File: src/include/ising_cfg.svh
/* sizes, bus widths, address regions and register indices of the ising core */

`ifndef ISING_CFG_SVH
`define ISING_CFG_SVH

// spin array and arithmetic widths
`define ISING_NUM_SPIN       8
`define ISING_BIT_J          4    // signed coupling
`define ISING_BIT_H          4    // signed bias
`define ISING_FIELD_W        8    // signed local field
`define ISING_STEP_W         8
`define ISING_FLIP_LAST_W    5
`define ISING_J_ROW_W        32   // one row of J, 4 bits per entry
`define ISING_HBIAS_W        32   // all biases packed

// bank depths
`define ISING_J_DEPTH        8
`define ISING_FLIP_DEPTH     16

// host bus
`define ISING_HOST_DATA_W    32
`define ISING_HOST_ADDR_W    8
`define ISING_REGION_W       2
`define ISING_ROW_W          6

////////////////////////////////////////
// address map
`define ISING_REGION_REG     2'd0
`define ISING_REGION_J       2'd1
`define ISING_REGION_FLIP    2'd2

`define ISING_REG_CTRL       6'd0
`define ISING_REG_STEPS      6'd1
`define ISING_REG_SPIN       6'd2
`define ISING_REG_HBIAS      6'd3
`define ISING_REG_FLIP_LAST  6'd4
`define ISING_REG_STATUS     6'd5

`endif

File: src/design/ising_pkg.sv
/* host bus structs, host address union and engine configuration struct */

`include "ising_cfg.svh"

package ising_pkg;

    ////////////////////////////////////////
    // host bus
    typedef struct packed {
        logic                           strobe;  // single-cycle request
        logic                           write;
        logic [`ISING_HOST_ADDR_W-1:0]  addr;
        logic [`ISING_HOST_DATA_W-1:0]  wdata;
    } host_req_t;

    typedef struct packed {
        logic                           rvalid;  // one cycle after a read strobe
        logic [`ISING_HOST_DATA_W-1:0]  rdata;
    } host_rsp_t;

    // address as seen by a memory bank
    typedef struct packed {
        logic [`ISING_REGION_W-1:0]     region;
        logic [`ISING_ROW_W-1:0]        row;
    } bank_addr_t;

    // address as seen by the register file
    typedef struct packed {
        logic [`ISING_REGION_W-1:0]     region;
        logic [`ISING_ROW_W-1:0]        idx;
    } reg_addr_t;

    typedef union packed {
        bank_addr_t                     bank;
        reg_addr_t                      regs;
    } host_addr_u;

    ////////////////////////////////////////
    // engine configuration
    typedef struct packed {
        logic [`ISING_STEP_W-1:0]       steps;
        logic [`ISING_FLIP_LAST_W-1:0]  flip_last;  // 0 disables flips
        logic [`ISING_HBIAS_W-1:0]      hbias;
        logic [`ISING_NUM_SPIN-1:0]     spin_init;
    } engine_cfg_t;

endpackage

File: src/design/host_decoder.sv
/* host strobe routing to the J bank, the flip bank and the register file */

`timescale 1ns/10ps

`include "ising_cfg.svh"

module host_decoder (
    input  logic                           clk_i,
    input  logic                           rst_n_i,
    input  ising_pkg::host_req_t           host_req_i,
    output ising_pkg::host_rsp_t           host_rsp_o,
    input  logic                           busy_i,
    output logic                           j_we_o,
    output logic                           flip_we_o,
    output logic [`ISING_ROW_W-1:0]        wrow_o,
    output logic [`ISING_HOST_DATA_W-1:0]  wdata_o,
    output logic                           reg_we_o,
    output logic                           reg_re_o,
    output logic [`ISING_ROW_W-1:0]        reg_idx_o,
    output logic [`ISING_HOST_DATA_W-1:0]  reg_wdata_o,
    input  logic [`ISING_HOST_DATA_W-1:0]  reg_rdata_i
);

    ising_pkg::host_addr_u  addr_u;
    logic                   wr_stb, rd_stb;
    logic                   rvalid_q;

    assign addr_u = host_req_i.addr;
    assign wr_stb = host_req_i.strobe && host_req_i.write;
    assign rd_stb = host_req_i.strobe && !host_req_i.write;

    ////////////////////////////////////////
    // bank writes, held off during a run
    assign j_we_o    = wr_stb && addr_u.bank.region == `ISING_REGION_J && !busy_i;
    assign flip_we_o = wr_stb && addr_u.bank.region == `ISING_REGION_FLIP && !busy_i;
    assign wrow_o    = addr_u.bank.row;
    assign wdata_o   = host_req_i.wdata;

    ////////////////////////////////////////
    // register accesses
    assign reg_we_o    = wr_stb && addr_u.regs.region == `ISING_REGION_REG;
    assign reg_re_o    = rd_stb && addr_u.regs.region == `ISING_REGION_REG;
    assign reg_idx_o   = addr_u.regs.idx;
    assign reg_wdata_o = host_req_i.wdata;

    // every read is answered, reads outside the register region see zero data
    always_ff @(posedge clk_i or negedge rst_n_i) begin
        if (!rst_n_i) begin
            rvalid_q <= 1'b0;
        end else begin
            rvalid_q <= rd_stb;
        end
    end

    assign host_rsp_o.rvalid = rvalid_q;
    assign host_rsp_o.rdata  = reg_rdata_i;  // zero unless a register was read

    a_no_bank_write_busy: assert property (
        @(posedge clk_i) disable iff (!rst_n_i) busy_i |-> !(j_we_o || flip_we_o)
    );

endmodule

File: src/design/ising_core.sv
/* ising core top level: host decoder, registers, J and flip banks, spin engine */

`timescale 1ns/10ps

`include "ising_cfg.svh"

module ising_core (
    input  logic                 clk_i,
    input  logic                 rst_n_i,
    input  ising_pkg::host_req_t host_req_i,
    output ising_pkg::host_rsp_t host_rsp_o
);

    // host side
    logic                           j_we, flip_we;
    logic [`ISING_ROW_W-1:0]        wrow;
    logic [`ISING_HOST_DATA_W-1:0]  wdata;
    logic                           reg_we, reg_re;
    logic [`ISING_ROW_W-1:0]        reg_idx;
    logic [`ISING_HOST_DATA_W-1:0]  reg_wdata, reg_rdata;

    // engine side
    ising_pkg::engine_cfg_t         cfg;
    logic                           start, busy, done;
    logic [`ISING_NUM_SPIN-1:0]     spin;
    logic                           j_re, flip_re;
    logic [`ISING_ROW_W-1:0]        j_raddr, flip_raddr;
    logic [`ISING_J_ROW_W-1:0]      j_rdata;
    logic [`ISING_NUM_SPIN-1:0]     flip_rdata;

    host_decoder host_decoder_inst (
        .clk_i        (clk_i      ),
        .rst_n_i      (rst_n_i    ),
        .host_req_i   (host_req_i ),
        .host_rsp_o   (host_rsp_o ),
        .busy_i       (busy       ),
        .j_we_o       (j_we       ),
        .flip_we_o    (flip_we    ),
        .wrow_o       (wrow       ),
        .wdata_o      (wdata      ),
        .reg_we_o     (reg_we     ),
        .reg_re_o     (reg_re     ),
        .reg_idx_o    (reg_idx    ),
        .reg_wdata_o  (reg_wdata  ),
        .reg_rdata_i  (reg_rdata  )
    );

    ising_regs ising_regs_inst (
        .clk_i        (clk_i      ),
        .rst_n_i      (rst_n_i    ),
        .reg_we_i     (reg_we     ),
        .reg_re_i     (reg_re     ),
        .reg_idx_i    (reg_idx    ),
        .reg_wdata_i  (reg_wdata  ),
        .reg_rdata_o  (reg_rdata  ),
        .cfg_o        (cfg        ),
        .start_o      (start      ),
        .busy_i       (busy       ),
        .done_i       (done       ),
        .spin_i       (spin       )
    );

    ////////////////////////////////////////
    // L1 banks
    l1_bank #(
        .DEPTH (`ISING_J_DEPTH ),
        .WIDTH (`ISING_J_ROW_W )
    ) j_bank_inst (
        .clk_i    (clk_i    ),
        .we_i     (j_we     ),
        .waddr_i  (wrow     ),
        .wdata_i  (wdata    ),
        .re_i     (j_re     ),
        .raddr_i  (j_raddr  ),
        .rdata_o  (j_rdata  )
    );

    l1_bank #(
        .DEPTH (`ISING_FLIP_DEPTH ),
        .WIDTH (`ISING_NUM_SPIN   )
    ) flip_bank_inst (
        .clk_i    (clk_i                         ),
        .we_i     (flip_we                       ),
        .waddr_i  (wrow                          ),
        .wdata_i  (wdata[`ISING_NUM_SPIN-1:0]    ), // one mask per word
        .re_i     (flip_re                       ),
        .raddr_i  (flip_raddr                    ),
        .rdata_o  (flip_rdata                    )
    );

    spin_engine spin_engine_inst (
        .clk_i         (clk_i      ),
        .rst_n_i       (rst_n_i    ),
        .cfg_i         (cfg        ),
        .start_i       (start      ),
        .busy_o        (busy       ),
        .done_o        (done       ),
        .spin_o        (spin       ),
        .j_re_o        (j_re       ),
        .j_raddr_o     (j_raddr    ),
        .j_rdata_i     (j_rdata    ),
        .flip_re_o     (flip_re    ),
        .flip_raddr_o  (flip_raddr ),
        .flip_rdata_i  (flip_rdata )
    );

endmodule

File: src/design/ising_regs.sv
/* configuration and status registers, start strobe and sticky done */

`timescale 1ns/10ps

`include "ising_cfg.svh"

module ising_regs (
    input  logic                           clk_i,
    input  logic                           rst_n_i,
    input  logic                           reg_we_i,
    input  logic                           reg_re_i,
    input  logic [`ISING_ROW_W-1:0]        reg_idx_i,
    input  logic [`ISING_HOST_DATA_W-1:0]  reg_wdata_i,
    output logic [`ISING_HOST_DATA_W-1:0]  reg_rdata_o,
    output ising_pkg::engine_cfg_t         cfg_o,
    output logic                           start_o,
    input  logic                           busy_i,
    input  logic                           done_i,
    input  logic [`ISING_NUM_SPIN-1:0]     spin_i
);

    ising_pkg::engine_cfg_t          cfg_q;
    logic                            done_q;  // sticky until the next start
    logic [`ISING_HOST_DATA_W-1:0]   rdata_d, rdata_q;

    // start is combinational so busy rises the cycle after the CTRL write
    assign start_o = reg_we_i && reg_idx_i == `ISING_REG_CTRL && reg_wdata_i[0] && !busy_i;

    ////////////////////////////////////////
    // config writes
    always_ff @(posedge clk_i or negedge rst_n_i) begin
        if (!rst_n_i) begin
            cfg_q <= '0;
        end else if (reg_we_i) begin
            case (reg_idx_i)
                `ISING_REG_STEPS:     cfg_q.steps     <= reg_wdata_i[`ISING_STEP_W-1:0];
                `ISING_REG_SPIN:      cfg_q.spin_init <= reg_wdata_i[`ISING_NUM_SPIN-1:0];
                `ISING_REG_HBIAS:     cfg_q.hbias     <= reg_wdata_i;
                `ISING_REG_FLIP_LAST: cfg_q.flip_last <= reg_wdata_i[`ISING_FLIP_LAST_W-1:0];
                default: ;
            endcase
        end
    end

    assign cfg_o = cfg_q;

    always_ff @(posedge clk_i or negedge rst_n_i) begin
        if (!rst_n_i) begin
            done_q <= 1'b0;
        end else if (start_o) begin
            done_q <= 1'b0;
        end else if (done_i) begin
            done_q <= 1'b1;
        end
    end

    ////////////////////////////////////////
    // read path, one cycle latency
    always_comb begin
        rdata_d = '0;
        case (reg_idx_i)
            `ISING_REG_STEPS:     rdata_d[`ISING_STEP_W-1:0]      = cfg_q.steps;
            `ISING_REG_SPIN:      rdata_d[`ISING_NUM_SPIN-1:0]    = spin_i;  // live spins
            `ISING_REG_HBIAS:     rdata_d                         = cfg_q.hbias;
            `ISING_REG_FLIP_LAST: rdata_d[`ISING_FLIP_LAST_W-1:0] = cfg_q.flip_last;
            `ISING_REG_STATUS:    rdata_d[1:0]                    = {done_q, busy_i};
            default:              rdata_d                         = '0;
        endcase
    end

    always_ff @(posedge clk_i or negedge rst_n_i) begin
        if (!rst_n_i) begin
            rdata_q <= '0;
        end else begin
            rdata_q <= reg_re_i ? rdata_d : '0;  // idle cycles read as zero
        end
    end

    assign reg_rdata_o = rdata_q;

    // the engine must accept every start on the following edge
    a_start_idle: assert property (
        @(posedge clk_i) disable iff (!rst_n_i) start_o |-> !busy_i ##1 busy_i
    );

endmodule

File: src/design/l1_bank.sv
/* single-port-write single-port-read synchronous memory bank */

`timescale 1ns/10ps

module l1_bank #(
    parameter int DEPTH = 8,
    parameter int WIDTH = 32
) (
    input  logic              clk_i,
    input  logic              we_i,
    input  logic [5:0]        waddr_i,
    input  logic [WIDTH-1:0]  wdata_i,
    input  logic              re_i,
    input  logic [5:0]        raddr_i,
    output logic [WIDTH-1:0]  rdata_o
);

    localparam int AW = $clog2(DEPTH);

    logic [WIDTH-1:0] mem [DEPTH];
    logic [WIDTH-1:0] rdata_q;

    always_ff @(posedge clk_i) begin
        if (we_i) begin
            mem[waddr_i[AW-1:0]] <= wdata_i;
        end
        if (re_i) begin
            rdata_q <= mem[raddr_i[AW-1:0]];  // valid the cycle after re_i
        end
    end

    assign rdata_o = rdata_q;

    a_waddr_range: assert property (@(posedge clk_i) we_i |-> waddr_i < DEPTH);
    a_raddr_range: assert property (@(posedge clk_i) re_i |-> raddr_i < DEPTH);

endmodule

File: src/design/spin_engine.sv
/* annealing sequencer: per step a flip-mask XOR, then sequential sign updates
   of every spin from its local field */

`timescale 1ns/10ps

`include "ising_cfg.svh"

module spin_engine (
    input  logic                        clk_i,
    input  logic                        rst_n_i,
    input  ising_pkg::engine_cfg_t      cfg_i,
    input  logic                        start_i,
    output logic                        busy_o,
    output logic                        done_o,
    output logic [`ISING_NUM_SPIN-1:0]  spin_o,
    output logic                        j_re_o,
    output logic [`ISING_ROW_W-1:0]     j_raddr_o,
    input  logic [`ISING_J_ROW_W-1:0]   j_rdata_i,
    output logic                        flip_re_o,
    output logic [`ISING_ROW_W-1:0]     flip_raddr_o,
    input  logic [`ISING_NUM_SPIN-1:0]  flip_rdata_i
);

    localparam int N   = `ISING_NUM_SPIN;
    localparam int BJ  = `ISING_BIT_J;
    localparam int BH  = `ISING_BIT_H;
    localparam int FW  = `ISING_FIELD_W;
    localparam int RW  = `ISING_ROW_W;
    localparam int FLW = `ISING_FLIP_LAST_W;
    localparam int SIW = $clog2(N);

    typedef enum logic [2:0] {S_IDLE, S_FLIP, S_ROW, S_UPD, S_DONE} state_e;

    state_e                    state_q;
    logic [`ISING_STEP_W-1:0]  step_q;
    logic [SIW-1:0]            idx_q;       // spin under update
    logic [FLW-1:0]            fptr_q;      // step index mod flip_last
    logic                      flip_pend_q; // flip word arrives in S_ROW
    logic [N-1:0]              spin_q;
    logic                      flip_on;
    logic signed [FW-1:0]      field;
    logic                      upd_bit;

    assign flip_on = cfg_i.flip_last != '0;

    assign busy_o       = state_q != S_IDLE;
    assign done_o       = state_q == S_DONE;  // last busy cycle
    assign spin_o       = spin_q;
    assign flip_re_o    = state_q == S_FLIP && flip_on;
    assign flip_raddr_o = RW'(fptr_q);
    assign j_re_o       = state_q == S_ROW;
    assign j_raddr_o    = RW'(idx_q);

    ////////////////////////////////////////
    // local field of spin idx_q, row data valid in S_UPD
    always_comb begin
        logic signed [BH-1:0] h_i;
        logic signed [BJ-1:0] j_ij;
        h_i   = cfg_i.hbias[idx_q*BH +: BH];
        field = {{(FW-BH){h_i[BH-1]}}, h_i};
        for (int j = 0; j < N; j++) begin
            j_ij = j_rdata_i[j*BJ +: BJ];
            if (j != int'(idx_q)) begin
                if (spin_q[j]) begin
                    field = field + {{(FW-BJ){j_ij[BJ-1]}}, j_ij};
                end else begin
                    field = field - {{(FW-BJ){j_ij[BJ-1]}}, j_ij};
                end
            end
        end
        // zero field keeps the old value
        if (field > 0) begin
            upd_bit = 1'b1;
        end else if (field < 0) begin
            upd_bit = 1'b0;
        end else begin
            upd_bit = spin_q[idx_q];
        end
    end

    ////////////////////////////////////////
    // sequencer
    always_ff @(posedge clk_i or negedge rst_n_i) begin
        if (!rst_n_i) begin
            state_q     <= S_IDLE;
            step_q      <= '0;
            idx_q       <= '0;
            fptr_q      <= '0;
            flip_pend_q <= 1'b0;
            spin_q      <= '0;
        end else begin
            case (state_q)
                S_IDLE: begin
                    if (start_i) begin
                        spin_q  <= cfg_i.spin_init;
                        step_q  <= '0;
                        fptr_q  <= '0;
                        state_q <= (cfg_i.steps == '0) ? S_DONE : S_FLIP;
                    end
                end
                S_FLIP: begin
                    flip_pend_q <= flip_on;
                    if (flip_on) begin
                        fptr_q <= (fptr_q + 1'b1 == cfg_i.flip_last) ? '0 : fptr_q + 1'b1;
                    end
                    idx_q   <= '0;
                    state_q <= S_ROW;
                end
                S_ROW: begin
                    if (flip_pend_q) begin
                        spin_q <= spin_q ^ flip_rdata_i;  // before spin 0 is updated
                    end
                    flip_pend_q <= 1'b0;
                    state_q     <= S_UPD;
                end
                S_UPD: begin
                    spin_q[idx_q] <= upd_bit;
                    if (idx_q == SIW'(N - 1)) begin
                        step_q  <= step_q + 1'b1;
                        state_q <= (step_q + 1'b1 == cfg_i.steps) ? S_DONE : S_FLIP;
                    end else begin
                        idx_q   <= idx_q + 1'b1;
                        state_q <= S_ROW;
                    end
                end
                S_DONE:  state_q <= S_IDLE;
                default: state_q <= S_IDLE;
            endcase
        end
    end

    a_done_ends_run: assert property (
        @(posedge clk_i) disable iff (!rst_n_i) done_o |-> busy_o ##1 !busy_o
    );

endmodule

File: config.mk
export PLATFORM = sky130hd
export DESIGN_NAME = ising_core
export DESIGN_NICKNAME = d
export VERILOG_FILES = /design/src/design/ising_pkg.sv /design/src/design/host_decoder.sv /design/src/design/ising_core.sv /design/src/design/ising_regs.sv /design/src/design/l1_bank.sv /design/src/design/spin_engine.sv
export VERILOG_INCLUDE_DIRS = /design/src /design/src/include
export SDC_FILE = /design/constraint.sdc
export NUM_CORES = 1
export LEC_CHECK = 0
export BUFFER_PORTS_ARGS = -buffer_cell sky130_fd_sc_hd__buf_4
export CAP_MARGIN = 25
export CORE_AREA = 8 8 204 206
export DETAILED_ROUTE_END_ITERATION = 7
export DIE_AREA = 0 0 212 214
export PLACE_DENSITY = 0.82
export SYNTH_ARGS = -nofsm -noshare
export SYNTH_HDL_FRONTEND = slang
export SYNTH_SLANG_ARGS = --single-unit
File: constraint.sdc
create_clock -name clk_i -period 25 [get_ports clk_i]
set_input_delay 1.25 -clock clk_i [delete_from_list [all_inputs] [get_ports clk_i]]
set_output_delay 1.25 -clock clk_i [all_outputs]
set_load 0.05 [all_outputs]
==> impl_metrics.yaml <==
floorplanning:
  ioPinCount: 77
  die_x_um: 212
  start_util_pct: 64.0
  num_rows: 72
  core_area_um2: 38300
  die_area_um2: 45400
  fp.dieH_um: 214
yosys:
  synth_top_cell_by_area: "edfxtp_1"
  synth.top_cell.area_share_pct: 51.9
  synth_warnings: 0
  avgSynthCellArea_um2: 13.8
  synthesis.nets: 1905
  synthTopCellsByArea: "edfxtp_1 (52%), dfrtp_1 (12%), a22oi_1 (4.4%)"
  syn_area_um2: 24500
  ys_async_sr_fraction_pct: 21.3
  syn_inst: 1777
  seq_area_frac_synth_pct: 63.7
  ys_types: 77
  synth-seq-cells: 539
  synth-main-ff-cell: "edfxtp_1"
  synth-edff-count: 424
route:
  wl_mm: 63.1
  drt-pass1-iter-count: 8
  ant_nets: 0
  vias: 16162
  drt_iter0_markers: 2043
  wire_per_inst_um: 26.2
  drc: 11
  vias_per_cell: 6.70
critical_path:
  slowest_stage: "dfrtp_1"
  r2r_start: "spin_engine_inst.idx_q[2]$_DFFE_PN0P_"
  crit_path_start_kind: "register"
  cp.required_ns: 25.49
  reg2reg_slack_ns: 13.30
  regToRegEndpoint: "spin_engine_inst.spin_o[6]$_DFFE_PN0P_"
  criticalPathCategory: "reg -> reg"
  cp_max_fo: 19
  end_kind: "register"
  critPathArrivalTime_ns: 12.19
  r2r_cells: 53
  critPathMaxStageDelay_ns: 0.69
finish:
  syn2layout_area_growth_pct: 11.9
  final_common_cell: "edfxtp_1"
  multi_input_area_um2: 8470
  regArea_um2: 15600
  design_area_um2: 27400
  postLayoutCoreUtil_pct: 71.6
  num_antenna_cells: 0
  fillers: 2400
  drive_gt1_share_pct: 17.2
  final_cell_mix: "edfxtp_1 (424), a22oi_1 (143), dfrtp_1 (114)"
  nNetsFinal: 1982
timing:
  setup_violations: 0
  min_period_ns: 11.70
  tightest_slew_ns: 1.17
  final-max-slew-violation-count: 0
  rsz0062_at_grt: "no"
  maxSlewHeadroom_pct: 21.1
  timing.final.crit_share_pct: 46.8
  fin_skew_ns: 0.0225
  layout_setup_ws_ns: 13.30
  fmax_mhz: 85.4
  tns_ns: 0
  final_hold_viol_count: 0
grt:
  grtUsageMet3_pct: 6.15
  grtUsageTotal_pct: 27.6
  antenna_found_initial: 1
  grt_pass1_vias: 16330
  grt_max_degree: 64
  gr-usage-met2_pct: 42.8
  grt_pass1_wl_mm: 96.1
  grt_busiest_layer: "met2"
  gr-total-overflow: 0
  met1_usage_pct: 37.7
cts:
  cts_tree: "yes"
  clkLatencyLatePin_ns: 0.59
  cts_hold_buf: 0
  htree_levels: 2
  clockBufferDepth: 3
  cts_sinks: 539
  post_cts_resized: 0
  postCtsSetupBuffers: 0
  cts.clk_slew.worst_paths_ns: 0.06
  cts-root-buf: "clkbuf_16"
  numCtsBuffers: 50
placement:
  routabilityCongestion: 0.930
  port_buffers: 76
  place_ws_ns: 13.60
  postPlaceCellArea_um2: 25700
  place_hpwl_mm: 39.5
worst_hold_path:
  min_path_type: "reg -> reg"
  min_from: "ising_regs_inst.cfg_o[5]$_DFFE_PN0P_"
  hold_end: "ising_regs_inst.cfg_o[5]$_DFFE_PN0P_"
  hold_depth: 1
job:
  drv_cap: 0
run_status:
  outcome: "finished with violations"
  violations: "design-rule violations"
[kinds of logic (layout without fill, tap and decap cells)]
kind of cell    Yosys count  in the layout  synth area share [%]
flops                   539            539                  63.7
compound gates          413            413                  11.7
simple gates            376            376                  7.49
mux                     143            143                  7.42
buf+inv                 143            262                  2.22
fa+ha+maj                84             84                  4.53
xor+xnor                 79             79                  3.00
[worst max path at each step]
stage | slack [ns] | from | end | cells after the start
after floorplan | 15.06 | spin_engine_inst.idx_q[2]$_DFFE_PN0P_ | spin_engine_inst.spin_o[5]$_DFFE_PN0P_ | 54
after global placement | 14.12 | spin_engine_inst.idx_q[2]$_DFFE_PN0P_ | spin_engine_inst.spin_o[5]$_DFFE_PN0P_ | 53
after detailed placement | 13.60 | spin_engine_inst.idx_q[2]$_DFFE_PN0P_ | spin_engine_inst.spin_o[5]$_DFFE_PN0P_ | 53
after CTS | 13.55 | spin_engine_inst.idx_q[2]$_DFFE_PN0P_ | spin_engine_inst.spin_o[7]$_DFFE_PN0P_ | 53
after global routing | 12.29 | spin_engine_inst.idx_q[2]$_DFFE_PN0P_ | spin_engine_inst.spin_o[6]$_DFFE_PN0P_ | 53
final | 13.30 | spin_engine_inst.idx_q[2]$_DFFE_PN0P_ | spin_engine_inst.spin_o[6]$_DFFE_PN0P_ | 53
[metrics by stage]
stage / hold slack [ns] / instances
after detailed placement: 0.498 / 2318
after CTS: 0.512 / 2412
final: 0.516 / 2414
after floorplan: 0.469 / 1777
after global routing: 0.527 / 2414
after global placement: 0.485 / 2314
[sequential cells by signal, indices dropped and copies added (netlist names)]
register and flops:
j_bank_inst.mem 256, flip_bank_inst.mem 128, ising_regs_inst.cfg_o 53, ising_regs_inst.reg_rdata_o 32, j_bank_inst.rdata_o 32, flip_bank_inst.rdata_o 8
spin_engine_inst.spin_o 8, spin_engine_inst.step_q 8, spin_engine_inst.fptr_q 5, spin_engine_inst.idx_q 3, spin_engine_inst.state_q 3, host_decoder_inst.rvalid_q 1
ising_regs_inst.done_q 1, spin_engine_inst.flip_pend_q 1
[cells in the mapped netlist, types with 9 or more instances]
| cell | n |
|---|---|
| edfxtp_1 | 424 |
| a22oi_1 | 143 |
| dfrtp_1 | 115 |
| nor2_1 | 112 |
| o21ai_0 | 90 |
| nand2_1 | 87 |
| mux2_2 | 77 |
| ha_1 | 76 |
| clkbuf_1 | 69 |
| a21oi_1 | 63 |
| inv_1 | 60 |
| xor2_1 | 45 |
| mux2i_1 | 40 |
| xnor2_1 | 31 |
| nand4_1 | 29 |
| nor3_1 | 29 |
| and3_1 | 28 |
| mux4_2 | 22 |
| a21o_1 | 19 |
| nor2b_1 | 17 |
| nand2b_1 | 16 |
| nand3_1 | 16 |
| a221oi_1 | 15 |
| a211oi_1 | 9 |
| or2_2 | 9 |
[final cells by class]
type,count,area share [%]
Tap cell,518,2.36
Timing Repair Buffer,106,2.92
Sequential cell,539,56.9
Clock inverter,26,1.04
Clock buffer,68,5.03
Multi-Input combinational cell,1095,30.9
Inverter,62,0.849
[critical path, delay by kind of cell, from the launching register on]
kind	cells	cell delay (ns)
AO/OA/AOI/OAI	20	3.95
XOR/XNOR	8	1.86
adder cells (fa/ha/maj)	9	3.23
buffers and inverters	1	0.36
flip-flops	1	0.69
multiplexers	2	0.50
AND/OR/NAND/NOR	13	1.02
[metal layers]
metal / vias to the layer above / part of all wire (%) / wire, um
met3: 199 / 12 / 7400
met2: 1081 / 46 / 29300
met5: - / 0.017 / 11
li1: 6976 / - / -
met1: 7904 / 38 / 24000
met4: 2 / 3.9 / 2440
Power is left out: the tool's default activity adds up to more than one toggle a clock period on the data nets, which glitch-free logic cannot reach.
